## config.mk

```make
export PLATFORM = sky130hd
export DESIGN_NAME = gb_loader
export DESIGN_NICKNAME = d
export VERILOG_FILES = /design/src/gb_loader_pkg.sv /design/src/backup_sequencer.sv /design/src/download_unpack.sv /design/src/gb_loader.sv /design/src/ioctl_classifier.sv
export SDC_FILE = /design/constraint.sdc
export NUM_CORES = 1
export LEC_CHECK = 0
export ABC_AREA = 1
export BUFFER_PORTS_ARGS = -buffer_cell sky130_fd_sc_hd__clkbuf_2
export CAP_MARGIN = 40
export CORE_AREA = 2 2 210 212
export DETAILED_ROUTE_END_ITERATION = 8
export DIE_AREA = 0 0 212 214
export GPL_TIMING_DRIVEN = 0
export HOLD_SLACK_MARGIN = 0.02
export SLEW_MARGIN = 0
export SYNTH_ARGS = -nofsm -noshare
export SYNTH_HDL_FRONTEND = slang
export SYNTH_SLANG_ARGS = --single-unit
```

## constraint.sdc

```tcl
create_clock -name clk_sys -period 6.5 [get_ports clk_sys]
set_input_delay 0.975 -clock clk_sys [delete_from_list [all_inputs] [get_ports clk_sys]]
set_output_delay 0.975 -clock clk_sys [all_outputs]
set_load 0.05 [all_outputs]
```

## src/gb_loader_pkg.sv

```systemverilog
// Shared definitions for the cartridge-support loader.
// Holds the host file-type codes, bus widths, palette reset value
// and the enums used by the download and backup-RAM stages.
// Modules pull these in with a wildcard import in their header.

package gb_loader_pkg;

	//////////////////////////////
	// Host download port
	//////////////////////////////
	localparam int IOCTL_ADDR_W = 25;
	localparam int IOCTL_DATA_W = 16;
	localparam int FT_W         = 8;

	// File types sent by the host menu
	localparam logic [FT_W-1:0] FT_CART_GB  = 8'h01;
	localparam logic [FT_W-1:0] FT_CART_GBC = 8'h41;
	localparam logic [FT_W-1:0] FT_CART_ALT = 8'h80;
	localparam logic [FT_W-1:0] FT_PALETTE  = 8'h03;
	localparam logic [FT_W-1:0] FT_CHEAT    = 8'hFF;

	typedef enum logic [1:0] {
		DL_NONE,
		DL_CART,
		DL_PALETTE,
		DL_CHEAT
	} download_kind_t;

	//////////////////////////////
	// Palette and cheat record
	//////////////////////////////
	localparam int PAL_ENTRY_W = 24;
	localparam int PAL_ENTRIES = 4;
	localparam int PAL_STORE_W = 128;
	// Four entries in the top 96 bits, the low word is scratch
	localparam logic [PAL_STORE_W-1:0] PALETTE_DEFAULT = 128'h828214517356305A5F1A3B4900000000;

	// Flags, address, compare, replace from the top down
	localparam int CHEAT_W = 128;
	localparam logic [3:0] CHEAT_OFS_LAST = 4'd14;

	//////////////////////////////
	// SD block port and backup RAM
	//////////////////////////////
	localparam int SD_LBA_W       = 32;
	localparam int SD_BUFF_ADDR_W = 8;
	localparam int SD_DATA_W      = 16;
	localparam int BK_ADDR_W      = 17;
	localparam int RAM_MASK_W     = 8;
	localparam int IMG_SIZE_W     = 64;

	localparam int RTC_STAMP_W = 32;
	localparam int RTC_SAVED_W = 48;
	localparam logic [SD_DATA_W-1:0] RTC_FILL = 16'hFFFF;

	typedef enum logic [1:0] {
		BK_IDLE,
		BK_XFER,
		BK_WAIT_END
	} bk_state_t;

endpackage

```

## src/backup_sequencer.sv

```systemverilog
// Backup-RAM load and save sequencer on the SD block port.
// Tracks dirty battery RAM, turns load and save requests into edges,
// then walks 512-byte blocks from LBA 0 up to the RAM mask, plus one
// clock block when the cartridge has an RTC. Loads write through
// bk_wr or bk_rtc_wr, saves read bk_q or the clock words.
`timescale 1ns/1ns

module backup_sequencer import gb_loader_pkg::*; (
	input  logic                      clk_sys,
	input  logic                      reset,
	input  logic                      cart_done,
	input  logic                      bk_ena,
	input  logic [IMG_SIZE_W-1:0]     img_size,
	input  logic                      osd_status,
	input  logic                      load_req,
	input  logic                      save_req,
	input  logic                      autosave_en,
	input  logic                      cart_has_save,
	input  logic                      cram_wr,
	input  logic [RAM_MASK_W-1:0]     ram_mask_file,
	input  logic                      rtc_inuse,
	input  logic [RTC_STAMP_W-1:0]    rtc_timestamp,
	input  logic [RTC_SAVED_W-1:0]    rtc_savedtime,
	input  logic [SD_DATA_W-1:0]      bk_q,
	input  logic                      sd_ack,
	input  logic [SD_BUFF_ADDR_W-1:0] sd_buff_addr,
	input  logic                      sd_buff_wr,
	output logic [SD_LBA_W-1:0]       sd_lba,
	output logic                      sd_rd,
	output logic                      sd_wr,
	output logic [SD_DATA_W-1:0]      sd_buff_din,
	output logic [BK_ADDR_W-1:0]      bk_addr,
	output logic                      bk_wr,
	output logic                      bk_rtc_wr,
	output logic                      bk_loading,
	output logic                      save_pending,
	output logic                      save_supported
);

	bk_state_t state;

	logic bk_load;
	logic bk_save;
	logic old_load;
	logic old_save;
	logic load_edge;
	logic save_edge;
	logic old_ack;
	logic in_ram;
	logic last_blk;

	assign save_supported = cart_has_save & bk_ena;

	// Auto load rides on the one-cycle cart_done pulse
	assign bk_load = load_req | (cart_done & (|img_size));
	assign bk_save = save_req | (save_pending & osd_status & autosave_en);

	//////////////////////////////
	// Dirty flag and trigger edges
	//////////////////////////////
	always_ff @(posedge clk_sys) begin
		if (reset) begin
			save_pending <= 1'b0;
			old_load     <= 1'b0;
			old_save     <= 1'b0;
			load_edge    <= 1'b0;
			save_edge    <= 1'b0;
		end else begin
			// Game writes only count while it is running
			if (cram_wr & ~osd_status & save_supported)
				save_pending <= 1'b1;
			else if (state != BK_IDLE)
				save_pending <= 1'b0;

			old_load  <= bk_load;
			old_save  <= bk_save;
			load_edge <= bk_load & ~old_load;
			save_edge <= bk_save & ~old_save;
		end
	end

	// Blocks above the mask hold RTC data
	assign in_ram   = (sd_lba <= SD_LBA_W'(ram_mask_file));
	assign last_blk = (sd_lba >= SD_LBA_W'(ram_mask_file) + SD_LBA_W'(rtc_inuse));

	//////////////////////////////
	// Block state machine
	//////////////////////////////
	always_ff @(posedge clk_sys) begin
		if (reset) begin
			state      <= BK_IDLE;
			sd_lba     <= '0;
			sd_rd      <= 1'b0;
			sd_wr      <= 1'b0;
			bk_loading <= 1'b0;
			old_ack    <= 1'b0;
		end else begin
			old_ack <= sd_ack;
			case (state)
				BK_IDLE: begin
					// Load wins if both edges land together
					if (bk_ena & (load_edge | save_edge)) begin
						state      <= BK_XFER;
						bk_loading <= load_edge;
						sd_lba     <= '0;
						sd_rd      <= load_edge;
						sd_wr      <= ~load_edge;
					end
				end
				BK_XFER: begin
					// Host has taken the request
					if (~old_ack & sd_ack) begin
						sd_rd <= 1'b0;
						sd_wr <= 1'b0;
						state <= BK_WAIT_END;
					end
				end
				BK_WAIT_END: begin
					if (old_ack & ~sd_ack) begin
						if (last_blk) begin
							state      <= BK_IDLE;
							bk_loading <= 1'b0;
						end else begin
							state  <= BK_XFER;
							sd_lba <= sd_lba + 1'b1;
							sd_rd  <= bk_loading;
							sd_wr  <= ~bk_loading;
						end
					end
				end
				default: state <= BK_IDLE;
			endcase
		end
	end

	//////////////////////////////
	// Buffer side
	//////////////////////////////
	assign bk_addr   = {sd_lba[BK_ADDR_W-SD_BUFF_ADDR_W-1:0], sd_buff_addr};
	assign bk_wr     = in_ram & sd_buff_wr & sd_ack;
	assign bk_rtc_wr = ~in_ram & sd_buff_wr & sd_ack;

	// Clock block uses five words, rest padded
	always_comb begin
		if (in_ram) begin
			sd_buff_din = bk_q;
		end else begin
			case (sd_buff_addr)
				8'd0:    sd_buff_din = rtc_timestamp[15:0];
				8'd1:    sd_buff_din = rtc_timestamp[31:16];
				8'd2:    sd_buff_din = rtc_savedtime[15:0];
				8'd3:    sd_buff_din = rtc_savedtime[31:16];
				8'd4:    sd_buff_din = rtc_savedtime[47:32];
				default: sd_buff_din = RTC_FILL;
			endcase
		end
	end

endmodule

```

## src/download_unpack.sv

```systemverilog
// Word unpacker for palette and cheat downloads.
// Palette words shift into a 128-bit store whose top 96 bits are
// the four colour entries. Cheat words land in a 128-bit record and
// the last word of each record strobes it into the cheat engine.
// gg_clear wipes the engine at the start of a new load.
`timescale 1ns/1ns

module download_unpack import gb_loader_pkg::*; (
	input  logic                    clk_sys,
	input  logic                    reset,
	input  download_kind_t          download_kind,
	input  logic                    ioctl_wr,
	input  logic [IOCTL_ADDR_W-1:0] ioctl_addr,
	input  logic [IOCTL_DATA_W-1:0] ioctl_dout,
	output logic [CHEAT_W-1:0]      gg_code,
	output logic                    gg_strobe,
	output logic                    gg_clear,
	output logic [PAL_ENTRY_W-1:0]  pal1,
	output logic [PAL_ENTRY_W-1:0]  pal2,
	output logic [PAL_ENTRY_W-1:0]  pal3,
	output logic [PAL_ENTRY_W-1:0]  pal4
);

	logic [PAL_STORE_W-1:0] palette;
	logic                   pal_wr;
	logic                   cheat_wr;

	assign pal_wr   = ioctl_wr & (download_kind == DL_PALETTE);
	assign cheat_wr = ioctl_wr & (download_kind == DL_CHEAT);

	//////////////////////////////
	// Palette
	//////////////////////////////
	// Host sends entries big endian, so swap bytes on the way in
	always_ff @(posedge clk_sys) begin
		if (reset)
			palette <= PALETTE_DEFAULT;
		else if (pal_wr)
			palette <= {palette[PAL_STORE_W-IOCTL_DATA_W-1:0], ioctl_dout[7:0], ioctl_dout[15:8]};
	end

	assign pal1 = palette[PAL_STORE_W-1 -: PAL_ENTRY_W];
	assign pal2 = palette[PAL_STORE_W-1-PAL_ENTRY_W -: PAL_ENTRY_W];
	assign pal3 = palette[PAL_STORE_W-1-2*PAL_ENTRY_W -: PAL_ENTRY_W];
	assign pal4 = palette[PAL_STORE_W-1-(PAL_ENTRIES-1)*PAL_ENTRY_W -: PAL_ENTRY_W];

	//////////////////////////////
	// Cheat record
	//////////////////////////////
	always_ff @(posedge clk_sys) begin
		if (cheat_wr) begin
			case (ioctl_addr[3:0])
				4'd0:           gg_code[111:96]  <= ioctl_dout;
				4'd2:           gg_code[127:112] <= ioctl_dout;
				4'd4:           gg_code[79:64]   <= ioctl_dout;
				4'd6:           gg_code[95:80]   <= ioctl_dout;
				4'd8:           gg_code[47:32]   <= ioctl_dout;
				4'd10:          gg_code[63:48]   <= ioctl_dout;
				4'd12:          gg_code[15:0]    <= ioctl_dout;
				CHEAT_OFS_LAST: gg_code[31:16]   <= ioctl_dout;
				default:        ;
			endcase
		end
	end

	// Record is complete once the replace top word is in
	always_ff @(posedge clk_sys) begin
		if (reset)
			gg_strobe <= 1'b0;
		else
			gg_strobe <= cheat_wr & (ioctl_addr[3:0] == CHEAT_OFS_LAST);
	end

	// Any cart or palette load, or the first word of a cheat file
	assign gg_clear = (download_kind == DL_CART) | (download_kind == DL_PALETTE) |
		(cheat_wr & (ioctl_addr == '0));

endmodule

```

## src/gb_loader.sv

```systemverilog
// Top level of the cartridge-support control path.
// Host download words go to the classifier and the unpacker, the
// backup sequencer talks to the SD block port and the cartridge RAM.
// The cartridge takes sd_buff_dout straight from the host.
`timescale 1ns/1ns

module gb_loader import gb_loader_pkg::*; (
	input  logic                      clk_sys,
	input  logic                      reset,
	input  logic                      ioctl_download,
	input  logic                      ioctl_wr,
	input  logic [IOCTL_ADDR_W-1:0]   ioctl_addr,
	input  logic [IOCTL_DATA_W-1:0]   ioctl_dout,
	input  logic [FT_W-1:0]           ioctl_index,
	input  logic                      img_mounted,
	input  logic                      img_readonly,
	input  logic [IMG_SIZE_W-1:0]     img_size,
	input  logic                      osd_status,
	input  logic                      load_req,
	input  logic                      save_req,
	input  logic                      autosave_en,
	input  logic                      cart_has_save,
	input  logic                      cram_wr,
	input  logic [RAM_MASK_W-1:0]     ram_mask_file,
	input  logic                      rtc_inuse,
	input  logic [RTC_STAMP_W-1:0]    rtc_timestamp,
	input  logic [RTC_SAVED_W-1:0]    rtc_savedtime,
	input  logic [SD_DATA_W-1:0]      bk_q,
	input  logic                      sd_ack,
	input  logic [SD_BUFF_ADDR_W-1:0] sd_buff_addr,
	input  logic                      sd_buff_wr,
	output logic [CHEAT_W-1:0]        gg_code,
	output logic                      gg_strobe,
	output logic                      gg_clear,
	output logic [PAL_ENTRY_W-1:0]    pal1,
	output logic [PAL_ENTRY_W-1:0]    pal2,
	output logic [PAL_ENTRY_W-1:0]    pal3,
	output logic [PAL_ENTRY_W-1:0]    pal4,
	output logic [SD_LBA_W-1:0]       sd_lba,
	output logic                      sd_rd,
	output logic                      sd_wr,
	output logic [SD_DATA_W-1:0]      sd_buff_din,
	output logic [BK_ADDR_W-1:0]      bk_addr,
	output logic                      bk_wr,
	output logic                      bk_rtc_wr,
	output logic                      bk_loading,
	output logic                      save_pending,
	output logic                      save_supported
);

	download_kind_t download_kind;
	logic           cart_done;
	logic           bk_ena;

	ioctl_classifier classifier0 (
		.clk_sys        (clk_sys),
		.reset          (reset),
		.ioctl_download (ioctl_download),
		.ioctl_index    (ioctl_index),
		.img_mounted    (img_mounted),
		.img_readonly   (img_readonly),
		.download_kind  (download_kind),
		.cart_done      (cart_done),
		.bk_ena         (bk_ena)
	);

	download_unpack unpack0 (
		.clk_sys       (clk_sys),
		.reset         (reset),
		.download_kind (download_kind),
		.ioctl_wr      (ioctl_wr),
		.ioctl_addr    (ioctl_addr),
		.ioctl_dout    (ioctl_dout),
		.gg_code       (gg_code),
		.gg_strobe     (gg_strobe),
		.gg_clear      (gg_clear),
		.pal1          (pal1),
		.pal2          (pal2),
		.pal3          (pal3),
		.pal4          (pal4)
	);

	backup_sequencer backup0 (
		.clk_sys        (clk_sys),
		.reset          (reset),
		.cart_done      (cart_done),
		.bk_ena         (bk_ena),
		.img_size       (img_size),
		.osd_status     (osd_status),
		.load_req       (load_req),
		.save_req       (save_req),
		.autosave_en    (autosave_en),
		.cart_has_save  (cart_has_save),
		.cram_wr        (cram_wr),
		.ram_mask_file  (ram_mask_file),
		.rtc_inuse      (rtc_inuse),
		.rtc_timestamp  (rtc_timestamp),
		.rtc_savedtime  (rtc_savedtime),
		.bk_q           (bk_q),
		.sd_ack         (sd_ack),
		.sd_buff_addr   (sd_buff_addr),
		.sd_buff_wr     (sd_buff_wr),
		.sd_lba         (sd_lba),
		.sd_rd          (sd_rd),
		.sd_wr          (sd_wr),
		.sd_buff_din    (sd_buff_din),
		.bk_addr        (bk_addr),
		.bk_wr          (bk_wr),
		.bk_rtc_wr      (bk_rtc_wr),
		.bk_loading     (bk_loading),
		.save_pending   (save_pending),
		.save_supported (save_supported)
	);

endmodule

```

## src/ioctl_classifier.sv

```systemverilog
// Download classifier for the host ioctl stream.
// Maps the file type of an active download to a download kind,
// pulses cart_done when a cartridge download ends and tracks
// whether a writable save image was mounted during that download.
`timescale 1ns/1ns

module ioctl_classifier import gb_loader_pkg::*; (
	input  logic            clk_sys,
	input  logic            reset,
	input  logic            ioctl_download,
	input  logic [FT_W-1:0] ioctl_index,
	input  logic            img_mounted,
	input  logic            img_readonly,
	output download_kind_t  download_kind,
	output logic            cart_done,
	output logic            bk_ena
);

	logic cart_dl;
	logic old_cart_dl;

	// Kind follows the download level with no delay
	always_comb begin
		download_kind = DL_NONE;
		if (ioctl_download) begin
			case (ioctl_index)
				FT_CART_GB,
				FT_CART_GBC,
				FT_CART_ALT: download_kind = DL_CART;
				FT_PALETTE:  download_kind = DL_PALETTE;
				FT_CHEAT:    download_kind = DL_CHEAT;
				default:     download_kind = DL_NONE;
			endcase
		end
	end

	assign cart_dl = (download_kind == DL_CART);

	//////////////////////////////
	// Cart start and end
	//////////////////////////////
	always_ff @(posedge clk_sys) begin
		if (reset) begin
			old_cart_dl <= 1'b0;
			cart_done   <= 1'b0;
			bk_ena      <= 1'b0;
		end else begin
			old_cart_dl <= cart_dl;
			cart_done   <= old_cart_dl & ~cart_dl;

			// New cart drops any old save image
			if (~old_cart_dl & cart_dl)
				bk_ena <= 1'b0;

			// Host mounts the save file while the cart is still loading
			if (cart_dl & img_mounted & ~img_readonly)
				bk_ena <= 1'b1;
		end
	end

endmodule
```

# After elaboration in Yosys (flattened, before gate mapping)
# Cells that the tools add are included.
# totals
out_inout_bits	298
reg_bits	303
# op_classes
reduce_logical	23
bitwise_logic	39
n_eq_ne	26
n_mux	29
n_addsub	2
order_cmp	2
# op_table
operator	n
$mux 32	3
$pmux 16 s5	1
$pmux 32 s2	1
$reduce_or 64->1	1
$add 32x1->32 const B	1
$ge 32x32->1	1
$le 32x8->1	1
$logic_not 25->1	1
$eq 8x2->1 const B	3
$and 1x1->1	23
$eq 4x4->1 const B	4
$eq 8x1->1 const B	2
$eq 8x8->1 const B	2
$mux 16	1
$reduce_and 2->1	8
$mux 1	14
$pmux 2 s3	2
$not 1->1	11
$add 8x1->9	1
$eq 4x3->1 const B	2
$eq 8x3->1 const B	1
$eq 8x7->1 const B	1
$logic_not 8->1	1
$mux 2	4
16 further kinds	31

# Longest topological paths before layout
# logic_depth
depth_word	8
mapped_depth	19

# Hierarchy
# Synthesis repeated with hierarchy kept, for this count alone.
# unflattened
hier_cells	1462
hier_area_um2	13405.4
# modules_own_cells
module	seq_area_each_um2	area_per_inst_um2	instances	cells_per_inst
download_unpack	6426.2	9440.3	1	829
backup_sequencer	860.8	3686.0	1	587
ioctl_classifier	60.1	279.0	1	46

# Least setup slack after synthesis
# Ideal clock, no wire load.
# synth_path
path_kind	input port to output port
startpoint	input port ioctl_index[1]
endpoint	output port gg_clear
required_ps	5525
arrival_time_ps	4125
stages	10
setup_slack_ps	1400
path_cell_list	nand2_1 or3_1 a21oi_1 ha_1 nand2_1 inv_1 nand2_1 nor2_1 nand4_1 o31ai_1
# synth_via
elab_chain_len	8
# synth_lines
element	line_no	text
start, declared	gb_loader.sv:14	input logic [FT_W-1:0] ioctl_index,
$eq 8x1->1, or another cell as far along	ioctl_classifier.sv:26	case (ioctl_index)
$reduce_or 3->1	ioctl_classifier.sv:26	
$pmux 2 s3 (*)	ioctl_classifier.sv:26	
$mux 2 (*)	ioctl_classifier.sv:25	if (ioctl_download) begin
$eq 2x2->1	download_unpack.sv:29	assign cheat_wr = ioctl_wr & (download_kind == DL_CHEAT);
$and 1x1->1	download_unpack.sv:29	
$and 1x1->1	download_unpack.sv:76	(cheat_wr & (ioctl_addr == '0));
$or 1x1->1 (*)	download_unpack.sv:75	assign gg_clear = (download_kind == DL_CART) | (download_kind == DL_PALETTE) |
end, declared	gb_loader.sv:34	output logic gg_clear,
# Every way passes the cells marked *; elsewhere a longest branch is shown, timed or not.

# Worst setup path in the final report
# layout_path
startpoint	input port ioctl_index[0]
endpoint	output port gg_clear
# The elaborated chain is that of the path after synthesis.

==> metrics.yaml <==
status: "completed"
finalCritPeriodShare_pct: 69.7
slew_headroom_pct: 49.7
rsz0062_at_grt: "false"
avgSynthCellArea_um2: 8.96
final-setup-viol-count: 0
vias_per_cell: 4.49
cts_sinks: 303
drv_cap: 0
clock_latency_ps: 530
row_count: 76
die_area_um2: 45400
holdPathStages: 1
setup_slack_ps: 1970
clockBufferDepth: 3
synth_area_um2: 13000
synth.distinct_cells: 42
cp-start-kind: "input pin"
multi_input_area_um2: 4230
fmax_mhz: 221
die_w_um: 212
cts_resized: 0
finalClockSkew_ps: 19.1
drtIter0Drc: 564
ant_nets: 0
worstPathMaxFanout: 7
fill_cells: 4346
leakage_nw: 8.09
ys_seq_area_share_pct: 56.5
grt_max_degree: 16
crit_required_ps: 5520
drt-total-wl_mm: 46.4
cts_hold_buffers: 0
preCtsSetupSlack_ps: 1930
cts.htree.levels: 2
initial_core_util_pct: 30.3
area_growth_pct: 36.2
crit_top_cell: "nand2_1"
max_stage_delay_ps: 430
cp.arrival_ps: 3560
final_nets: 2301
syn_inst: 1452
endpoint_kind: "output pin"
core_area_um2: 42900
hold_viol_final: 0
root_buffer: "clkbuf_16"
pwr_density_cell_nw_per_um2: 244
tritoncts: "done"
firstDrtPassIters: 5
final_common_cell: "clkbuf_2"
vias: 11900
worstPathCellList: "clkbuf_2, nand2_1, or3_1, a21oi_1, ha_1, nand2_1, inv_1, nand2_1, nor2_2, nand4_1, o31ai_1, clkbuf_2"
tightest_slew_ps: 754
numPortBuffers: 536
cts_setup_buffers: 0
drive_above_1_share_pct: 36.8
hpwl_mm: 37.2
post_drt_wl_per_cell_um: 17.6
numCtsBuffers: 35
slew_violations: 0
crit_family: "simple AND/OR/NAND/NOR gates"
finalCriticalPeriod_ps: 4530
peakVddDrop_v: 0.000263
mostFrequentLayoutCells: "536 x clkbuf_2, 279 x nor2_1, 229 x nand2_1"
num_antenna_cells: 0
grt_pass1_wl_mm: 69.5
drc_errors: 0
postLayoutCellArea_um2: 17700
antenna_found_initial: 0
hp-class: "reg2reg"
grtUsageTotal_pct: 20.1
regArea_um2: 7350
worstRegToRegCells: 15
critPathBufInv: 3
ys_ff_latch: 303
cp.depth: 12
die-height_um: 214
syn_nets: 1720
clk_pin_slew_ps: 60
gp_congestion: 1.00
place_area_um2: 16600
grt_pass1_vias: 11800
crit_type: "in2out"
synth-warning-count: 0
setup_tns_ps: 0
p_total_mw: 4.32
io_pins: 538
worst_path_max_delay_cell: "nor2_2"
globalRouteOverflowTotal: 0
## Yosys cell counts (all sizes together)
cell | count | share of area (%)
a211oi | 1 | 0.058
a21o | 1 | 0.058
a21oi | 23 | 0.88
a31o | 1 | 0.067
a31oi | 1 | 0.048
buf | 129 | 7.3
clkbuf | 47 | 1.4
clkinv | 2 | 0.058
dfxtp | 175 | 27
edfxtp | 128 | 30
ha | 28 | 2.7
inv | 85 | 2.5
nand2 | 232 | 6.8
nand3 | 118 | 4.9
nand3b | 4 | 0.23
nand4 | 11 | 0.53
nor2 | 289 | 8.5
nor3 | 21 | 0.89
nor3b | 2 | 0.20
nor4 | 6 | 0.29
o2111ai | 1 | 0.067
o21a | 1 | 0.058
o21ai | 125 | 4.8
o21bai | 2 | 0.12
o31ai | 1 | 0.058
or2 | 6 | 0.33
or3 | 1 | 0.048
xnor2 | 2 | 0.13
xor2 | 9 | 0.61
## sequential cells by signal, indices dropped and copies added, names as in the netlist
register,count
backup0.save_edge,1
backup0.save_pending,1
backup0.sd_wr,1
unpack0.gg_code,128
backup0.sd_rd,1
backup0.old_load,1
unpack0.palette,128
backup0.sd_lba,32
backup0.state,2
classifier0.old_cart_dl,1
unpack0.gg_strobe,1
backup0.bk_loading,1
backup0.old_save,1
classifier0.bk_ena,1
backup0.old_ack,1
classifier0.cart_done,1
backup0.load_edge,1
## through the flow
| step | utilization (%) | cells | hold slack, ps |
|---|---|---|---|
| finish | 41.3 | 2645 | 383 |
| CTS | 41.3 | 2645 | 388 |
| floorplan | - | 1452 | 368 |
| detailed placement | 38.6 | 2581 | 379 |
| global placement | 38.3 | 2573 | 375 |
| global route | 41.3 | 2645 | 395 |
## worst register-to-register path, cell delays in order, from the launching register on
cell	delay (ps)
dfxtp_1	470
inv_1	180
ha_1	310
nand2_1	40
nor2_1	80
nor2_1	50
nand2_1	70
nand2_1	50
nand2_1	90
nand2_1	80
nand2_1	70
nand2_1	90
nand2_1	200
buf_2	290
nand2_1	90
a21oi_1	140
## report_power, final
part           leakage, nW  internal [mW]  total [mW]  switching, mW
sequential            2.56           1.99        2.00        0.00873
clock                0.571           1.15        1.96          0.811
combinational         4.96          0.122       0.364          0.241
## final cells by class
type                            instances  share of cell area (%)
Clock buffer                           46                    5.46
Buffer                                176                    6.36
Sequential cell                       303                    41.5
Multi-Input combinational cell        886                    23.9
Timing Repair Buffer                  544                    15.8
Tap cell                              585                    4.13
Inverter                               87                    1.84
Clock inverter                         18                    1.09
## layer usage
metal | up-vias | global-route usage (%) | share of wire [%]
met5 | - | 0 | 0
met4 | 0 | 5.19 | 2.3
met3 | 64 | 5.73 | 7.6
met2 | 390 | 33.2 | 47
met1 | 5605 | 25.7 | 43
li1 | 5818 | - | -
## final timing paths
path / from / to / slack [ps]
setup / recovery: ioctl_index[0] / gg_clear / 1970
hold / removal: backup0.old_load$_SDFF_PP0_ / backup0.load_edge$_SDFF_PP0_ / 380
setup reg to reg: backup0.sd_lba[0]$_SDFFE_PP0P_ / backup0.sd_lba[5]$_SDFFE_PP0P_ / 4110
hold reg to reg: backup0.old_load$_SDFF_PP0_ / backup0.load_edge$_SDFF_PP0_ / 380
## kinds of logic (layout without fill, tap and decap cells)
group | count (synthesis) | after routing | synth area share [%]
xor+xnor | 11 | 11 | 0.741
buf+inv | 263 | 871 | 11.2
fa+ha+maj | 28 | 28 | 2.69
flops | 303 | 303 | 56.5
compound gates | 157 | 157 | 6.22
simple gates | 690 | 690 | 22.7
(Power assumes the default switching activity.)
